$ cat src/logic/bpu_pkg.sv
package bpu_pkg;

    localparam int XLEN = 32;

    typedef logic [XLEN-1:0] addr_t;

    // rv32 control-flow opcodes
    localparam logic [6:0] OP_BRANCH = 7'b1100011;
    localparam logic [6:0] OP_JAL    = 7'b1101111;
    localparam logic [6:0] OP_JALR   = 7'b1100111;

    // link registers ra and t0
    localparam logic [4:0] REG_RA = 5'd1;
    localparam logic [4:0] REG_T0 = 5'd5;

    typedef struct packed {
        logic       imm12;    // sign bit
        logic [5:0] imm10_5;
        logic [4:0] rs2;
        logic [4:0] rs1;
        logic [2:0] funct3;
        logic [3:0] imm4_1;
        logic       imm11;
        logic [6:0] opcode;
    } b_fmt_t;

    typedef struct packed {
        logic       imm20;    // sign bit
        logic [9:0] imm10_1;
        logic       imm11;
        logic [7:0] imm19_12;
        logic [4:0] rd;
        logic [6:0] opcode;
    } j_fmt_t;

    typedef struct packed {
        logic [11:0] imm12;
        logic [4:0]  rs1;
        logic [2:0]  funct3;
        logic [4:0]  rd;
        logic [6:0]  opcode;
    } i_fmt_t;

    // same word seen through three layouts
    typedef union packed {
        b_fmt_t b_fmt;
        j_fmt_t j_fmt;
        i_fmt_t i_fmt;
    } inst_u;

    typedef logic [1:0] ctr_t;

    localparam ctr_t CTR_WEAK_NT = 2'b01;

endpackage

$ cat src/logic/inst_predecode.sv
module inst_predecode import bpu_pkg::*; (
    input  inst_u inst_i,
    output logic  is_branch_o,
    output logic  is_jal_o,
    output logic  is_jalr_o,
    output logic  is_ret_o,
    output addr_t b_imm_o,
    output addr_t j_imm_o
);

    logic [6:0] opcode;
    logic       rs1_link;
    logic       rd_zero;

    // opcode sits at the same place in every layout
    assign opcode = inst_i.i_fmt.opcode;

    assign is_branch_o = (opcode == OP_BRANCH);
    assign is_jal_o    = (opcode == OP_JAL);
    assign is_jalr_o   = (opcode == OP_JALR);

    assign rs1_link = (inst_i.i_fmt.rs1 == REG_RA) || (inst_i.i_fmt.rs1 == REG_T0);
    assign rd_zero  = (inst_i.i_fmt.rd == 5'd0);

    // jalr x0, 0(ra) or 0(t0)
    assign is_ret_o = is_jalr_o && rd_zero && rs1_link && (inst_i.i_fmt.imm12 == 12'd0);

    // b-type offset with bit 0 always zero
    assign b_imm_o = {
        {(XLEN-12){inst_i.b_fmt.imm12}},
        inst_i.b_fmt.imm11,
        inst_i.b_fmt.imm10_5,
        inst_i.b_fmt.imm4_1,
        1'b0
    };

    // j-type offset
    assign j_imm_o = {
        {(XLEN-20){inst_i.j_fmt.imm20}},
        inst_i.j_fmt.imm19_12,
        inst_i.j_fmt.imm11,
        inst_i.j_fmt.imm10_1,
        1'b0
    };

endmodule

$ cat config.mk
export PLATFORM = sky130hd
export DESIGN_NAME = inst_predecode
export DESIGN_NICKNAME = d
export VERILOG_FILES = /design/src/logic/bpu_pkg.sv /design/src/logic/inst_predecode.sv
export SDC_FILE = /design/constraint.sdc
export NUM_CORES = 1
export LEC_CHECK = 0
export ABC_AREA = 1
export BUFFER_PORTS_ARGS = -buffer_cell sky130_fd_sc_hd__clkbuf_2
export CAP_MARGIN = 40
export CORE_MARGIN = 8
export CORE_UTILIZATION = 33
export DETAILED_ROUTE_END_ITERATION = 12
export PLACE_DENSITY = 0.92
export SLEW_MARGIN = 20
export SYNTH_ARGS = -nofsm -noshare
export SYNTH_HDL_FRONTEND = slang
export SYNTH_SLANG_ARGS = --single-unit
export TNS_END_PERCENT = 5
$ cat constraint.sdc
create_clock -name vclk -period 0.8
set_input_delay 0.04 -clock vclk [all_inputs]
set_output_delay 0.04 -clock vclk [all_outputs]
set_load 0.005 [all_outputs]
Word level (Yosys, flattened, before mapping)
Index checks and enable logic that the tools add are counted.

cells by class
  reduce and logical (&&, ||, !) cells = 6
  equal/unequal tests = 5

operators by type and width
  operator                                                               number
  7-bit equality test, second input constant                             3
  12-bit zero test                                                       1
  5-bit by 1-bit equality test with 1-bit output, second input constant  1
  5-bit by 3-bit equality test with 1-bit output, second input constant  1
  5-bit zero test                                                        1
  1-bit logical AND                                                      3
  1-bit logical OR                                                       1

word-level totals
  bits of input ports = 32
  output and inout bits = 68
  bits in registers = 0

Depth between registers and ports, before layout
  word-level depth = 4
  depth in mapped cells = 6

Worst setup path after synthesis
No wires, ideal clock.

  kind = input -> output
  start = input inst_i[8] in the netlist's numbering
  end = output is_ret_o
  stages = 4
  setup slack = 0.254 ns
  arrival time = 0.506 ns
  data required time = 0.760 ns
  path buffers = 0
  cells stage by stage = or2_1 > nor2_1 > nand2_2 > nor2_2

on the way
  cells in the longest elaborated chain, start to end = 4

ends and longest elaborated chain
  what                            line                  RTL
  start, declared                 inst_predecode.sv:2   input inst_u inst_i,
  5-bit zero test                 inst_predecode.sv:23  assign rd_zero = (inst_i.i_fmt.rd == 5'd0);
  1-bit logical AND (3 in a row)  inst_predecode.sv:26  assign is_ret_o = is_jalr_o && rd_zero && rs1_link && (inst_i.i_fmt.imm12 == 12'd0);
  end, declared                   inst_predecode.sv:6   output logic is_ret_o,

No other way between the ends.

Final worst setup path
Same ends and word-level chain as after synthesis.

==> results.cfg <==
[grt]
grt_pass1_vias = 568
grt_max_degree = 33
track_usage_pct = 7.450
grt_pass1_wl_microns = 2290
overflow = 0
antenna_found_initial = 0

[place]
port_buffers = 90
hpwlAfterDp_microns = 1604
globalplace.congestion = 0.7411

[drt]
drc = 0
first_pass_iters = 4
wl_met1_microns = 498
wl_met3_microns = 465
first_iter_violations = 20
routed.top_layer = met3
vias_per_cell = 3.818
routed_wl_microns = 1690
antenna_left = 0
wl_met2_microns = 726
wire_per_inst_microns = 10.97
vias = 588

[critical_path]
critPathKind = in -> out
end_kind = output pin
cp_common_cell = nor2_2
start_kind = input port
critPathBufInv = 2
worst_path_dominant_cell_family = simple AND/OR/NAND/NOR gates
required_ns = 0.76
crit_chain = clkbuf_2, or2_1, nor2_2, nand2_2, nor2_2, buf_2
worstPathMaxFanout = 2
crit_arrival_ns = 0.72
crit_path_top_delay_cell = or2_1
critPathMaxStageDelay_ns = 0.24

[hold_path]
min_path_type = in -> out

[yosys]
yosysUniqueCellTypes = 13
synth-warning-count = 0
ys_seq_area_share_pct = 0
netlist_top_cells_area = buf_4 (74%), nor2_1 (7.5%), nand2_1 (4.0%)
syn_area_per_cell_sq_um = 6.559
syn-cell-area_sq_um = 649.4
postSynthCellCount = 99
yosysTopAreaCellShare_pct = 73.99
yosysMostFrequentCell = buf_4
synth_top_area_cell = buf_4
synth_commonest_cells = buf_4 (64), nor2_1 (13), nand2_1 (7)

[pwr]
worst_ir_drop_vdd_uv = 228.2
p_total_uw = 332.7
power.leakage_uw = 0.0004552
powerDensity_nw_per_um2 = 484.3
p_comb_share_pct = 100.0
clockPowerShare_pct = 0
sw_frac_of_total_pct = 48.95
internal_power_uw = 169.8
switching_power_uw = 162.9
p_seq_share_pct = 0

[floorplanning]
floorplan.initialDensity_pct = 34.14
row_count = 16
die-area_sq_um = 3643
design.core.area_sq_um = 1902
io_pins = 100
dieHeight_microns = 60.36
die_w_microns = 60.36

[finish]
area_growth_pct = 5.780
drive_gt1_share_pct = 81.89
nFlopsAndLatches = 0
diodes = 0
fin_util_pct = 36.12
clkbuf_count = 0
seqCellArea_sq_um = 0
finalNetCount = 161
fillers = 211

[timing]
fin_crit_sh_pct = 95.14
post-route-min-period_ns = 0.7611
rsz0062_at_grt = yes
setup_viol = 0
fmax_mhz = 1314
drv_slew = 0
final_hold_viol_count = 0

[run]
maxCapViolCount = 0

[clock_network]
postCtsHoldBufs = 0

[outcome]
status = complete, no violations
[power groups by stage]
| stage | Clock (uW) | Sequential, uW | Combinational (uW) |
|---|---|---|---|
| after floorplan | 0 | 0 | 295 |
| after global placement | 0 | 0 | 322 |
| after detailed placement | 0 | 0 | 328 |
| after CTS | 0 | 0 | 328 |
| after global routing | 0 | 0 | 372 |
| final | 0 | 0 | 333 |
[cell type report]
| class | instances | area, sq um | share of cell area [%] |
|---|---|---|---|
| Timing Repair Buffer | 91 | 467.9 | 68.12 |
| Multi-Input combinational cell | 31 | 166.4 | 24.23 |
| Inverter | 5 | 18.77 | 2.732 |
| Tap cell | 27 | 33.78 | 4.918 |
[metal layers]
| layer | global-route usage [%] | up-vias |
|---|---|---|
| li1 | - | 291 |
| met1 | 7.656 | 234 |
| met2 | 13.41 | 63 |
| met3 | 4.237 | 0 |
| met4 | 0.3401 | 0 |
| met5 | 0 | - |
[timing repair]
action	4_1_cts	5_1_grt
setup endpoints to repair	0	1
hold endpoints to repair	0	0
gates resized for setup	0	10
buffers inserted	0	0
[cell usage in the layout (no fill, tap or decap), drive strengths merged]
cell     n
or2      1
inv      5
nand3    2
buf      3
nand2    9
nor4     1
nor2    16
clkbuf  88
conb     2
[path summary, 6_finish.rpt]
path | cells past startpoint | slack [ns] | from | endpoint
min | 0 | 0.08 | inst_i[12] | j_imm_o[12]
max | 6 | 0.04 | inst_i[8] | is_ret_o
[kinds of logic (layout without fill, tap and decap cells)]
kind of cell	count (synthesis)	in the layout	synth area share, %
buffers and inverters	69	96	76.88
other	1	2	0.5775
AND/OR/NAND/NOR	29	29	22.54
[per-stage QoR]
step           hold WS [ns]  TNS (ns)  worst slack, ns  area (sq um)  std cells
2_1_floorplan        0.1153         0           0.2536         653.1        100
3_3_place_gp        0.08003         0          0.05414         664.4        154
3_5_place_dp        0.08003         0          0.04638         664.4        154
4_1_cts             0.08003         0          0.04697         664.4        154
5_1_grt             0.08001  -0.04316         -0.04316         686.9        154
6_report            0.08000         0          0.03890         686.9        154
Power figures use the tool's default switching activity.
