<file path="src/logic/bpu_pkg.sv">
package bpu_pkg;

    localparam int XLEN = 32;

    typedef logic [XLEN-1:0] addr_t;

    // rv32 control-flow opcodes
    localparam logic [6:0] OP_BRANCH = 7'b1100011;
    localparam logic [6:0] OP_JAL    = 7'b1101111;
    localparam logic [6:0] OP_JALR   = 7'b1100111;

    // link registers ra and t0
    localparam logic [4:0] REG_RA = 5'd1;
    localparam logic [4:0] REG_T0 = 5'd5;

    typedef struct packed {
        logic       imm12;    // sign bit
        logic [5:0] imm10_5;
        logic [4:0] rs2;
        logic [4:0] rs1;
        logic [2:0] funct3;
        logic [3:0] imm4_1;
        logic       imm11;
        logic [6:0] opcode;
    } b_fmt_t;

    typedef struct packed {
        logic       imm20;    // sign bit
        logic [9:0] imm10_1;
        logic       imm11;
        logic [7:0] imm19_12;
        logic [4:0] rd;
        logic [6:0] opcode;
    } j_fmt_t;

    typedef struct packed {
        logic [11:0] imm12;
        logic [4:0]  rs1;
        logic [2:0]  funct3;
        logic [4:0]  rd;
        logic [6:0]  opcode;
    } i_fmt_t;

    // same word seen through three layouts
    typedef union packed {
        b_fmt_t b_fmt;
        j_fmt_t j_fmt;
        i_fmt_t i_fmt;
    } inst_u;

    typedef logic [1:0] ctr_t;

    localparam ctr_t CTR_WEAK_NT = 2'b01;

endpackage

</file>
<file path="src/logic/bimodal_predictor.sv">
module bimodal_predictor import bpu_pkg::*; #(
    parameter int BM_INDEX_BITS = 9
) (
    input  logic  clk,
    input  logic  rst,
    input  addr_t rd_pc_i,
    output logic  pdt_taken_o,
    input  logic  upd_i,
    input  logic  upd_taken_i,
    input  addr_t upd_pc_i
);

    localparam int ENTRIES = 1 << BM_INDEX_BITS;

    ctr_t                     ctr_q [ENTRIES];
    logic [BM_INDEX_BITS-1:0] rd_idx;
    logic [BM_INDEX_BITS-1:0] upd_idx;
    ctr_t                     upd_ctr;

    // halfword aligned so bit 0 is skipped
    assign rd_idx  = rd_pc_i[BM_INDEX_BITS:1];
    assign upd_idx = upd_pc_i[BM_INDEX_BITS:1];

    assign pdt_taken_o = ctr_q[rd_idx][1]; // msb is the direction

    // one saturating step toward the outcome
    always_comb begin
        upd_ctr = ctr_q[upd_idx];
        if (upd_taken_i) begin
            if (upd_ctr != 2'b11) begin
                upd_ctr = upd_ctr + 2'd1;
            end
        end else begin
            if (upd_ctr != 2'b00) begin
                upd_ctr = upd_ctr - 2'd1;
            end
        end
    end

    always_ff @(posedge clk or posedge rst) begin
        if (rst) begin
            for (int i = 0; i < ENTRIES; i++) begin
                ctr_q[i] <= CTR_WEAK_NT;
            end
        end else if (upd_i) begin
            ctr_q[upd_idx] <= upd_ctr;
        end
    end

endmodule

</file>
<file path="config.mk">
export PLATFORM = sky130hd
export DESIGN_NAME = bimodal_predictor
export DESIGN_NICKNAME = d
export VERILOG_FILES = /design/src/logic/bpu_pkg.sv /design/src/logic/bimodal_predictor.sv
export SDC_FILE = /design/constraint.sdc
export NUM_CORES = 2
export LEC_CHECK = 0
export ABC_CLOCK_PERIOD_IN_PS = 42400
export BUFFER_PORTS_ARGS = -buffer_cell sky130_fd_sc_hd__buf_2
export CAP_MARGIN = 20
export CORE_MARGIN = 1.5
export CORE_UTILIZATION = 54
export DETAILED_ROUTE_END_ITERATION = 8
export PLACE_DENSITY = 0.7
export SLEW_MARGIN = 10
export SYNTH_ARGS = -nofsm -noshare
export SYNTH_HDL_FRONTEND = slang
export SYNTH_SLANG_ARGS = --single-unit
</file>
<file path="constraint.sdc">
create_clock -name clk -period 42.4 [get_ports clk]
set_input_delay 4.24 -clock clk [delete_from_list [all_inputs] [get_ports clk]]
set_output_delay 4.24 -clock clk [all_outputs]
set_load 0.02 [all_outputs]
</file>
-- Word-level counts from Yosys, hierarchy flattened
Cells that the tools add are included.
- equal/unequal tests: 1
- order comparisons: 3
- bitwise gates (word level): 2
- reductions and logical operators: 2
- multiplexer cells: 12
- add/subtract/negate cells: 2
- operators by type and width (operator ; number):
    1024-bit bitwise mux ; 1
    2-bit binary-select mux with 9-bit select ; 2
    10-bit >= comparator (second input constant) ; 2
    9-bit NOT with 10-bit output ; 2
    2-bit demux with 9-bit select ; 1
    2-bit two-way mux ; 8
    10-bit by 1-bit < comparator with 1-bit output (second input constant) ; 1
    2-bit by 1-bit adder with 2-bit output (second input constant) ; 1
    2-bit inequality test (second input constant) ; 1
    2-bit nonzero test ; 1
    2-bit by 1-bit subtractor with 2-bit output (second input constant) ; 1
    1-bit logical AND ; 1
- bits of input ports: 68
- logic and storage cells: 534
- output and inout port bits: 1
- register bits: 1024

-- Logic depth before layout (Yosys ltp)
- depth in word-level cells: 8
- mapped depth: 18
- mapped depth without buffers: 9

-- Worst setup path before layout
Ideal clock, no wire load.
- path type: input to output
- start: input port rd_pc_i[1]
- end: output port pdt_taken_o
- setup slack: 31031 ps
- stages on the path: 9
- required time: 38160 ps
- path buffers: 2
- arrival: 7129 ps
- path through: clkbuf_1 -> buf_1 -> mux4_2 -> mux4_2 -> mux4_2 -> nand3_1 -> nand2_1 -> nor3_1 -> a21oi_1
- cells in the longest elaborated chain, start to end: 4
- RTL lines (element ; line ; source):
    start: declaration ; bimodal_predictor.sv:6 ; input addr_t rd_pc_i,
    9-bit NOT with 10-bit output (not written as such) ; bimodal_predictor.sv:24 ; assign pdt_taken_o = ctr_q[rd_idx][1];
    2-bit binary-select mux with 9-bit select ; bimodal_predictor.sv:24 ;
    2-bit two-way mux (not written as such) (2 in a row) ; bimodal_predictor.sv:24 ;
    end: declaration ; bimodal_predictor.sv:7 ; output logic pdt_taken_o,
Every way passes these cells. The select of a mux whose other input is x is not followed.

-- Final worst setup path
Same ends and word-level chain as after synthesis.

==> flow_summary_export.csv <==
group,metric,value,unit
detailed_routing,drt_iter0_drc,4360,
clock_network,clock_latency,0.71,ns
clock_network,clock_sinks,1024,
layout,final.fill_count,7615,
placement,place.port_buffers,22,
placement,placed_area,52100,um^2
logic_synthesis,synth_area_leaders,"dfstp_2, dfrtp_1, mux4_2",
logic_synthesis,syn-instance-count,4897,
logic_synthesis,syn_area_per_cell,10.44,um^2
critical_path,crit_top_cell,"mux4_2",
logic_synthesis,synth-seq-area-share,0.5139,
logic_synthesis,synth_edf_count,0,
critical_path,required,38.16,ns
critical_path,cp.arrival,8.77,ns
sta,min_period,13.01,ns
clock_network,cts_root_buffer,"clkbuf_16",
clock_network,htreeDepth,3,
layout,nets,4850,
sta,fin_crit_sh,0.3068,
critical_path,cpMaxStageDelayCell,"buf_4",
detailed_routing,vias,38790,
clock_network,cts_buffer_depth,3,
logic_synthesis,synth_nets,4965,
clock_network,numCtsBuffers,108,
critical_path,r2r_setup_slack,36.86,ns
sta,finalClockSkew,0.04155,ns
layout,largest_reg_flops,1024,
grt,overflow,0,
worst_hold_path,min_path_type,"reg -> reg",
pwr,powerDensity,41.18,nW/um^2
pwr,peakVddDrop,0.02775,mV
sta,tns,0,ns
clock_network,hold_buffers,0,
sta,relSlewSlack,0.1710,
critical_path,end_kind,"output port",
sta,drv_slew,0,
detailed_routing,avgViaCountPerCell,6.323,
logic_synthesis,synth_top_area_frac,0.2632,
sta,rsz0062_at_grt,"false",
logic_synthesis,yosysMostFrequentCell,"nand2_1",
sta,setup_viol_count_final,0,
layout,ff_latch_area,26270,um^2
grt,grt_pass1_wl,242.6,mm
detailed_routing,wl_per_cell,25.85,um
sta,tightest_slew,1.243,ns
critical_path,cp_max_fo,58,
clock_network,cts_resized,0,
clock_network,cts_setup_buffers,0,
critical_path,crit_type,"in -> out",
logic_synthesis,yosys-top-cells-count,"nand2_1, o21ai_0, dfrtp_1, dfstp_2, mux4_2",
detailed_routing,drc,0,
layout,drive_above_1_share,0.2493,
layout,final_area,56110,um^2
placement,gp_congestion,0.9164,
grt,grt_max_degree,221,
pwr,p_leak,21.55,nW
clock_network,cts_tree,"built",
logic_synthesis,synth_ff_type,"dfstp_2",
clock_network,path_clk_slew,0.06,ns
layout,multi_input_area,23290,um^2
logic_synthesis,synth_warnings,0,
layout,regMostFlops,"ctr_q",
floorplanning,die_h,310.7,um
run_status,outcome,"finished, final reports clean",
floorplanning,core-area,93610,um^2
layout,largestRegisters,"ctr_q x1024",
grt,grt_pass1_vias,38020,
logic_synthesis,ys_ff_latch,1024,
detailed_routing,drtPass1Iterations,6,
placement,dp.final_hpwl,95.64,mm
layout,synthToLayoutAreaGrowth,9.772,%
grt,grt_usage,0.3313,
critical_path,critical-path-max-stage-delay,0.78,ns
logic_synthesis,synth_area,51110,um^2
sta,fmax,0.07688,GHz
floorplanning,die-area,96510,um^2
critical_path,path_cells,"buf_8 > buf_4 > mux4_2 > mux4_2 > mux4_2 > mux2_2 > o21ai_0 > a21oi_1 > buf_2",
floorplanning,fp.dieW,310.7,um
detailed_routing,drt-total-wl,158.6,mm
logic_synthesis,async_flop_share,1.000,
floorplanning,fp-row-count,112,
floorplanning,initial_core_util,0.5460,
grt,antenna_found_initial,8,
logic_synthesis,yosysUniqueCellTypes,57,
logic_synthesis,synth_largest_area_cell,"dfstp_2",
sta,finalHoldViolations,0,
flow_run,maxCapViolCount,0,
detailed_routing,antenna_left,0,
critical_path,start_kind,"input port",
floorplanning,io_pins,69,
## final cells by class
| cell class | instances | area share |
|---|---|---|
| clock inverter | 48 | 0.01206 |
| timing repair buffer | 122 | 0.01806 |
| multi-input combinational | 3520 | 0.4151 |
| antenna | 3 | 0.0001338 |
| clock buffer | 158 | 0.05800 |
| sequential | 1024 | 0.4681 |
| inverter | 6 | 0.0005352 |
| tap | 1254 | 0.02796 |
## final timing paths
path,start,end,cells past startpoint
worst min register to register,ctr_q[472],ctr_q[472],2
min in group asynchronous,rst,ctr_q[697],2
worst max-delay path,rd_pc_i[1],pdt_taken_o,9
worst min-delay path,ctr_q[472],ctr_q[472],2
worst max register to register,ctr_q[287],ctr_q[908],11
max in group asynchronous,rst,ctr_q[358],7
## per-stage QoR
stage	hold slack (ns)	power [mW]	util	worst slack, ns	cells
floorplan	0.4419	1.211	-	10.19	4897
finish	0.4610	2.310	0.5994	29.39	6135
detailed placement	0.4540	1.283	0.5566	29.41	5922
global placement	0.4495	1.277	0.5561	29.39	5918
CTS	0.4627	2.315	0.5985	29.40	6128
global route	0.4703	2.377	0.5993	29.31	6132
## cells by family (layout without fill, tap and decap cells)
kind of cell	after synthesis	in the layout	share of synthesized area
buf+inv	353	334	0.03361
other cells	0	3	0
compound gates	1219	1219	0.1278
simple gates	1771	1771	0.1351
flops	1024	1024	0.5139
mux	530	530	0.1896
## where the power goes
part	total (mW)	switching (mW)	internal [mW]
logic	0.224	0.157	0.0666
registers	1.05	0.0234	1.03
clock network	1.04	0.409	0.629
total	2.31	0.590	1.72
## cell usage in the layout, fill, tap and decap left out, types with 4 or more instances in the layout
cell type	n
buf_2	17
mux2i_1	174
a21oi_1	31
nand2b_1	4
a31oi_1	10
mux2_2	6
mux4_2	350
a2111oi_0	7
dfstp_2	512
a41oi_1	4
o21a_1	4
clkinv_2	26
clkbuf_1	17
nand4_1	5
nor2_1	43
nor2_4	13
inv_1	4
nor3_2	4
a31o_2	4
nand3b_1	8
a22o_1	6
dfrtp_1	512
buf_12	5
buf_4	90
nand3_1	58
bufinv_16	16
a22oi_1	85
o21ai_0	919
nor2b_1	8
clkbuf_8	30
o22ai_1	7
nand2_1	1594
and3_1	10
clkbuf_16	111
a211oi_1	7
o21ai_1	115
buf_6	6
## routing by layer
metal / up-vias / GRT usage / part of all wire
met2: 1945 / 0.4838 / 0.44
met3: 447 / 0.07438 / 0.11
met5: - / 0 / 0.00025
met1: 19210 / 0.4696 / 0.39
li1: 17190 / - / -
met4: 6 / 0.1662 / 0.054
## worst max-delay path: cells and delay by family
family	cells	cell delay, ns
AOI/OAI and AO/OA	2	0.87
buffers and inverters	3	1.60
muxes	4	1.97
Power figures use the tool's default switching activity.
