### src/logic/bpu_pkg.sv
package bpu_pkg;

    localparam int XLEN = 32;

    typedef logic [XLEN-1:0] addr_t;

    // rv32 control-flow opcodes
    localparam logic [6:0] OP_BRANCH = 7'b1100011;
    localparam logic [6:0] OP_JAL    = 7'b1101111;
    localparam logic [6:0] OP_JALR   = 7'b1100111;

    // link registers ra and t0
    localparam logic [4:0] REG_RA = 5'd1;
    localparam logic [4:0] REG_T0 = 5'd5;

    typedef struct packed {
        logic       imm12;    // sign bit
        logic [5:0] imm10_5;
        logic [4:0] rs2;
        logic [4:0] rs1;
        logic [2:0] funct3;
        logic [3:0] imm4_1;
        logic       imm11;
        logic [6:0] opcode;
    } b_fmt_t;

    typedef struct packed {
        logic       imm20;    // sign bit
        logic [9:0] imm10_1;
        logic       imm11;
        logic [7:0] imm19_12;
        logic [4:0] rd;
        logic [6:0] opcode;
    } j_fmt_t;

    typedef struct packed {
        logic [11:0] imm12;
        logic [4:0]  rs1;
        logic [2:0]  funct3;
        logic [4:0]  rd;
        logic [6:0]  opcode;
    } i_fmt_t;

    // same word seen through three layouts
    typedef union packed {
        b_fmt_t b_fmt;
        j_fmt_t j_fmt;
        i_fmt_t i_fmt;
    } inst_u;

    typedef logic [1:0] ctr_t;

    localparam ctr_t CTR_WEAK_NT = 2'b01;

endpackage

### src/logic/return_address_stack.sv
module return_address_stack import bpu_pkg::*; #(
    parameter int RAS_DEPTH = 64
) (
    input  logic  clk,
    input  logic  rst,
    input  logic  push_i,
    input  addr_t push_addr_i,
    input  logic  pop_i,
    output logic  empty_o,
    output addr_t top_o
);

    localparam int IDX_BITS = $clog2(RAS_DEPTH);
    localparam int PTR_BITS = $clog2(RAS_DEPTH + 1); // must hold the full count

    addr_t               stack_q [RAS_DEPTH];
    logic [PTR_BITS-1:0] sp_q;     // next free slot
    logic [PTR_BITS-1:0] sp_pop;   // pointer once the pop is applied
    logic [PTR_BITS-1:0] sp_top;
    logic [IDX_BITS-1:0] top_idx;
    logic [IDX_BITS-1:0] push_idx;
    logic                do_pop;
    logic                do_push;

    assign empty_o = (sp_q == '0);

    // pop of an empty stack is ignored
    assign do_pop = pop_i && !empty_o;
    assign sp_pop = do_pop ? sp_q - PTR_BITS'(1) : sp_q;

    // push only checked for room after the pop
    // so pop and push together replace the top
    assign do_push  = push_i && (sp_pop != PTR_BITS'(RAS_DEPTH));
    assign push_idx = IDX_BITS'(sp_pop);

    // top entry is only meaningful when not empty
    assign sp_top  = sp_q - PTR_BITS'(1);
    assign top_idx = IDX_BITS'(sp_top);
    assign top_o   = stack_q[top_idx];

    always_ff @(posedge clk or posedge rst) begin
        if (rst) begin
            sp_q <= '0;
        end else begin
            sp_q <= sp_pop + PTR_BITS'(do_push);
        end
    end

    always_ff @(posedge clk) begin
        if (do_push) begin
            stack_q[push_idx] <= push_addr_i;
        end
    end

endmodule

### config.mk
export PLATFORM = sky130hd
export DESIGN_NAME = return_address_stack
export DESIGN_NICKNAME = d
export VERILOG_FILES = /design/src/logic/bpu_pkg.sv /design/src/logic/return_address_stack.sv
export SDC_FILE = /design/constraint.sdc
export NUM_CORES = 2
export LEC_CHECK = 0
export ABC_AREA = 1
export BUFFER_PORTS_ARGS = -buffer_cell sky130_fd_sc_hd__buf_2
export CORE_UTILIZATION = 35
export CTS_CLUSTER_DIAMETER = 100
export DETAILED_ROUTE_END_ITERATION = 10
export PLACE_DENSITY_LB_ADDON = 0.05
export SYNTH_ARGS = -nofsm -noshare
export SYNTH_HDL_FRONTEND = slang
export SYNTH_SLANG_ARGS = --single-unit
### constraint.sdc
create_clock -name clk -period 3.87 [get_ports clk]
set_input_delay 0.387 -clock clk [delete_from_list [all_inputs] [get_ports clk]]
set_output_delay 0.387 -clock clk [all_outputs]
set_load 0.005 [all_outputs]
# Yosys cells after proc, flatten, opt, wreduce, memory -nomap -nowiden
# Memories as Yosys holds them, arrays and structs flattened.
# Cells that the tools add are included.
totals:
  input_bits: 36
  ram_bits: 2048
  out_inout_bits: 33
  regBits: 7
  word_cells: 12
  n_memories: 1
memory_table:
  columns: ["memory", "words", "word_bits", "rd", "rd_ports_with_merged_regs", "wr", "line", "rtl"]
  rows:
  - ["stack_q", 64, 32, 1, 0, 1, "return_address_stack.sv:16", "addr_t stack_q [RAS_DEPTH];"]
classes:
  n_eq_ne: 1
  add_sub_neg: 2
  muxes: 3
  reduce_logical: 4
ops:
  columns: ["op", "count"]
  rows:
  - ["adder 7 x 1 -> 7 bit", 1]
  - ["zero test 7 bit", 1]
  - ["2-to-1 mux 7 bit", 1]
  - ["!= test 7 bit (second input constant)", 1]
  - ["subtractor 7 x 1 -> 7 bit (second input constant)", 1]
  - ["logical AND 1 bit", 2]
  - ["2-to-1 mux 1 bit", 2]
  - ["zero test 1 bit", 1]

# Logic depth before layout (Yosys ltp)
logic_depth:
  word_depth: 8
  mapped_depth: 19
  depth_no_buf: 15

# Least setup slack after synthesis
# OpenSTA, ideal clock, no wires.
synth_path:
  kind: "register to register"
  from: "register sp_q[0]"
  to: "memory stack_q[16][0] in the netlist's numbering (enable)"
  path_stages_with_launch: 17
  arrival_time_ns: 3.753
  required_ns: 3.449
  period_less_slack_ns: 4.174
  slack_ns: -0.304
  path_buffers: 4
  setup_ns: 0.421
  path_cell_list: "dfrtp_1 inv_1 buf_2 buf_2 buf_2 buf_2 ha_1 nand2_1 nor2_1 nand2_1 nand2_2 nand2_1 nand2_1 inv_1 nor2_1 nand3_2 nor2_1"
synth_via:
  elab_chain_len: 8
  word_cells_on_any_way: 9
  classes_between: "add/sub (1); eq/ne (1); mux (3); reduce/logical (4)"
synth_lines:
  columns: ["item", "line", "rtl"]
  rows:
  - ["start: declaration", "return_address_stack.sv:17", "logic [PTR_BITS-1:0] sp_q;"]
  - ["start signal: assignment", "return_address_stack.sv:45", "sp_q <= sp_pop + PTR_BITS'(do_push);"]
  - ["branches (longest 3 deep; another with subtractor 7 x 1 -> 7 bit)", null, null]
  - ["2-to-1 mux 7 bit *", "return_address_stack.sv:29", "assign sp_pop = do_pop ? sp_q - PTR_BITS'(1) : sp_q;"]
  - ["!= test 7 bit", "return_address_stack.sv:33", "assign do_push = push_i && (sp_pop != PTR_BITS'(RAS_DEPTH));"]
  - ["logical AND 1 bit", "return_address_stack.sv:33", null]
  - ["2-to-1 mux 1 bit", "return_address_stack.sv:50", "if (do_push) begin"]
  - ["2-to-1 mux 1 bit (not written as such)", "return_address_stack.sv:51", "stack_q[push_idx] <= push_addr_i;"]
  - ["end: declaration", "return_address_stack.sv:16", null]
# Every way passes the cells marked *.

# Final worst setup path
layout_path:
  from: "register sp_q[0]"
  to: "output port top_o[6]"
layout_via:
  elab_chain_len: 2
layout_lines:
  columns: ["item", "line", "rtl"]
  rows:
  - ["subtractor 7 x 1 -> 7 bit", "return_address_stack.sv:37", "assign sp_top = sp_q - PTR_BITS'(1);"]
  - ["memory (64 x 32 bit)", null, null]
  - ["end: declaration", "return_address_stack.sv:10", "output addr_t top_o"]
# Every way passes these cells.

==> impl_summary.log <==
[metrics] category of the worst setup path launch point: flop
[metrics] average wire per standard cell: between 20 and 30 µm
[metrics] type of the tightest min-delay check: primary input to flop
[metrics] via count of the first global-routing pass: 52300
[metrics] post-route clock period utilization: 1.02
[metrics] Avg Inst Size Synth: 12.1 µm²
[metrics] Cells after Synth: 6817
[metrics] initial core utilization: 0.353
[metrics] total of flip-flops plus latches after synthesis: ~2100
[metrics] critical-path cell with the highest stage delay: sky130_fd_sc_hd__o211ai_1
[metrics] PwrDens: slightly above 800 nW/µm²
[metrics] synthesis-to-finish area growth: 22.1%
[metrics] WHS: ~0.053 ns
[metrics] fraction of final layout cells sized beyond drive strength 1: 0.157
[metrics] count of endpoints failing setup in the final report: 4
[metrics] worst slew margin relative to its limit: 0.143
[metrics] Seq/Total Area, Yosys: 0.749
[metrics] DRC errors left: 0
[metrics] Total Neg Setup Slack: -0.222 ns
[metrics] io pins: 69
[metrics] final hold viol count: 0
[metrics] number of clock sinks: 2055
[metrics] # Max-Cap Violations: 0
[metrics] pin count of the biggest net entering global routing: 138
[metrics] critical path fanouts, max: 26
[metrics] synth unique cells: 22
[metrics] detailed-route via count: about 55000
[metrics] HP Start: push_addr_i[20]
[metrics] number of DRC violations after detailed-routing iteration 0: 5488
[metrics] GRT Resource Usage Total: 0.248
[metrics] crit-path max cell delay: between 0.6 and 0.7 ns
[metrics] min Tclk post-route: 3.96 ns
[metrics] Die Span X: 487 µm
[metrics] cell count of the worst hold path: 1
[metrics] setup clock skew after layout: 0.0393 ns
[metrics] clock tree from TritonCTS: yes
[metrics] met3 capacity usage during global routing: 0.0246
[metrics] list of cells traversed by the critical path: inv_12 -> buf_4 -> nand2_1 -> nand2_1 -> nand2_4 -> bufbuf_16 -> nand2_1 -> nand2_2 -> o211ai_1 -> nand2_1 -> buf_2
[metrics] Post-Synthesis Net Count: 6855
[metrics] length of the first detailed-routing pass in iterations: 5
[metrics] count of nets left with antenna violations after detail routing: 0
[metrics] slew at the pin with the worst max-slew slack: 1.28 ns
[metrics] global-route wire length before repair: 415 mm
[metrics] post-synthesis cell area: just over 80000 µm²
[metrics] total gr overflow: 0
[metrics] Worst Reg-to-Reg Cells: 14
[metrics] endpoint of the most critical register-to-register path: stack_q[1][24]
[metrics] Buf+Inv Stages, Crit Path: 4
[metrics] Req. time, crit path: 3.48 ns
[metrics] GRT Max-Usage Layer: met2
[metrics] register-to-register path setup slack: about 0.28 ns
[metrics] Leak Pwr: 35.4 nW
[metrics] startpoint of the most critical register-to-register path: sp_q[0]
[metrics] Core ar.: 233000 µm²
[metrics] unrepaired setup endpoints after global routing: true
[metrics] HPWL Detailed: 153 mm
[metrics] chip height: 487 µm
[metrics] status: complete, but fails checks
[metrics] violated checks: negative setup slack
[metrics] net count of the finished layout: around 7100
[metrics] fillers: around 22000
[metrics] met1 Resource Use GR: 0.361
[metrics] data arrival time of the critical path: 3.57 ns
[metrics] kind of cell adding the most delay to the critical path: buffers and inverters
[metrics] met2 demand-to-capacity share in global routing: 0.394
[metrics] maximum clock insertion buffer count: 3
[metrics] CTS root buffer: sky130_fd_sc_hd__clkbuf_16
[metrics] via/cell ratio: 5.34
[metrics] CP endpoint kind: output pin
[metrics] Max Clk Rate: 252 MHz
[metrics] die area: 237000 µm²
[metrics] CP Class: flop to output pin
[metrics] number of CTS-inserted buffers: 225
[metrics] worst-case setup slack after placement: approximately 0.24 ns
[metrics] number of synthesis warnings: 0
[metrics] clock edge transition at the registers on the reported setup and hold paths: 0.06 ns
[metrics] worst setup margin: -0.0914 ns
[metrics] endpoint of the worst hold-timing path: stack_q[9][20]
[metrics] largest voltage drop on the vdd net: 0.000454 V
[metrics] final WL: 301 mm
[metrics] final count of pins violating max slew: 0
[metrics] Clock Latency Late Sink: around 0.9 ns
[metrics] cell mode on critical path: sky130_fd_sc_hd__nand2_1
[metrics] total number of H-tree levels: 4
[metrics] Final Total Pwr: around 80 mW
[metrics] placer congestion estimate: 0.821
[metrics] antenna violations before repair: 19
[metrics] Port Buffer Count: between 60 and 70
[metrics] count of standard-cell rows: 177
## layout by cell type (no fill, tap or decap), types with 2 or more instances in the layout
cell,synthesis,layout
sky130_fd_sc_hd__clkinvlp_4,0,3
sky130_fd_sc_hd__a21oi_2,0,3
sky130_fd_sc_hd__o22ai_2,0,2
sky130_fd_sc_hd__clkbuf_16,0,243
sky130_fd_sc_hd__buf_2,186,57
sky130_fd_sc_hd__clkinv_2,0,33
sky130_fd_sc_hd__clkbuf_1,217,56
sky130_fd_sc_hd__buf_8,0,8
sky130_fd_sc_hd__nand2_2,3,73
sky130_fd_sc_hd__buf_6,0,33
sky130_fd_sc_hd__clkinv_16,0,3
sky130_fd_sc_hd__inv_2,0,3
sky130_fd_sc_hd__inv_6,0,8
sky130_fd_sc_hd__o21ai_1,0,11
sky130_fd_sc_hd__buf_16,0,60
sky130_fd_sc_hd__diode_2,0,9
sky130_fd_sc_hd__dfrtp_1,7,5
sky130_fd_sc_hd__o22ai_1,31,29
sky130_fd_sc_hd__nand2_1,2090,1975
sky130_fd_sc_hd__buf_12,0,122
sky130_fd_sc_hd__inv_1,95,88
sky130_fd_sc_hd__nand3_4,0,51
sky130_fd_sc_hd__edfxtp_1,2048,2048
sky130_fd_sc_hd__nand3_2,5,141
sky130_fd_sc_hd__a21oi_1,75,71
sky130_fd_sc_hd__xor2_1,3,2
sky130_fd_sc_hd__nor2_4,1,62
sky130_fd_sc_hd__dlygate4sd3_1,0,5
sky130_fd_sc_hd__clkinv_1,1,71
sky130_fd_sc_hd__nor2_1,145,83
sky130_fd_sc_hd__buf_4,2,146
sky130_fd_sc_hd__o21ai_0,131,116
sky130_fd_sc_hd__o211ai_1,6,6
sky130_fd_sc_hd__nand4_1,4,4
sky130_fd_sc_hd__nand3_1,1723,1536
sky130_fd_sc_hd__bufbuf_16,0,18
sky130_fd_sc_hd__nand2_4,0,45
sky130_fd_sc_hd__clkinv_8,0,2
sky130_fd_sc_hd__bufinv_16,0,7
sky130_fd_sc_hd__o21ai_2,0,4
## registers in the layout, summed over array words and instances, names as in the netlist
name	flops
stack_q	2048
sp_q	7
## where the power goes
group | total [mW] | internal [mW] | leakage [nW] | switching [mW]
registers | 25.4 | 25.2 | 18.5 | 0.170
logic | 36.1 | 12.1 | 13.6 | 24.0
clock network | 20.1 | 11.1 | 3.27 | 8.94
total | 81.6 | 48.5 | 35.4 | 33.1
## synthesized netlist by cell type
cell type                  count  area (µm²)
sky130_fd_sc_hd__nand2_1    2090        7850
sky130_fd_sc_hd__edfxtp_1   2048       61500
sky130_fd_sc_hd__nand3_1    1723        8620
sky130_fd_sc_hd__clkbuf_1    217         815
sky130_fd_sc_hd__buf_2       186         931
sky130_fd_sc_hd__nor2_1      145         544
sky130_fd_sc_hd__o21ai_0     131         656
sky130_fd_sc_hd__inv_1        95         357
sky130_fd_sc_hd__a21oi_1      75         375
sky130_fd_sc_hd__buf_1        41         154
sky130_fd_sc_hd__o22ai_1      31         194
sky130_fd_sc_hd__dfrtp_1       7         175
sky130_fd_sc_hd__o211ai_1      6        45.0
sky130_fd_sc_hd__nand3_2       5        50.1
sky130_fd_sc_hd__nand4_1       4        25.0
sky130_fd_sc_hd__nand2_2       3        18.8
sky130_fd_sc_hd__xor2_1        3        26.3
sky130_fd_sc_hd__buf_4         2        15.0
sky130_fd_sc_hd__ha_1          2        25.0
sky130_fd_sc_hd__clkinv_1      1        3.75
sky130_fd_sc_hd__nor2_4        1        11.3
sky130_fd_sc_hd__xnor2_1       1        8.76
## stage by stage
stage | instances | area, µm² | util
after detailed placement | 9842 | 88900 | 0.381
after global routing | 10400 | 101000 | 0.431
after CTS | 10300 | 98800 | 0.424
after global placement | 9842 | 88900 | 0.381
final | 10400 | 101000 | 0.431
after floorplan | 6817 | 82400 | -
## timing repair
action,CTS,global route
setup endpoints to repair,32,32
cloned,45,16
pin swaps,41,83
hold buffers,5,0
resized for setup,319,274
hold endpoints to repair,41,0
setup buffers,42,24
## cell type report
| type | count | area, µm² | area share |
|---|---|---|---|
| antenna | 9 | 22.5 | 0.000224 |
| clock buffer | 283 | 5890 | 0.0585 |
| clock inverter | 124 | 828 | 0.00823 |
| inverter | 96 | 407 | 0.00404 |
| multi-input combinational | 4220 | 20800 | 0.207 |
| sequential | 2055 | 61700 | 0.613 |
| tap | 3132 | 3920 | 0.0389 |
| timing repair buffer | 466 | 7020 | 0.0697 |
| timing repair inverter | 1 | 8.76 | 0.0000871 |
## how the worst max path moves through the flow
stage,start,endpoint,slack (ns),cells after the start
2_1_floorplan,sp_q[0],stack_q[16][0],-0.30,16
3_5_place_dp,sp_q[0],top_o[6],0.24,10
3_3_place_gp,sp_q[0],top_o[6],0.21,10
4_1_cts,sp_q[0],top_o[6],-0.18,14
6_report,sp_q[0],top_o[6],-0.09,11
5_1_grt,sp_q[0],top_o[6],-0.1,12
## layer usage
layer  part of all wire  wire length, µm  vias up
met5                  0                0        -
met1               0.46           138000    28600
met2               0.47           141000     1540
met4              0.022             6630        0
met3              0.051            15300      343
li1                   -                -    24900
## kinds of logic after synthesis
logic type | count (synthesis) | synth area share
AO/OA/AOI/OAI | 243 | 0.0154
flip-flops | 2055 | 0.749
XOR/XNOR | 4 | 0.000425
AND/OR/NAND/NOR | 3971 | 0.208
buffers and inverters | 542 | 0.0276
adder cells (fa/ha/maj) | 2 | 0.000304
Note: power is estimated with default switching activity, not from simulation.
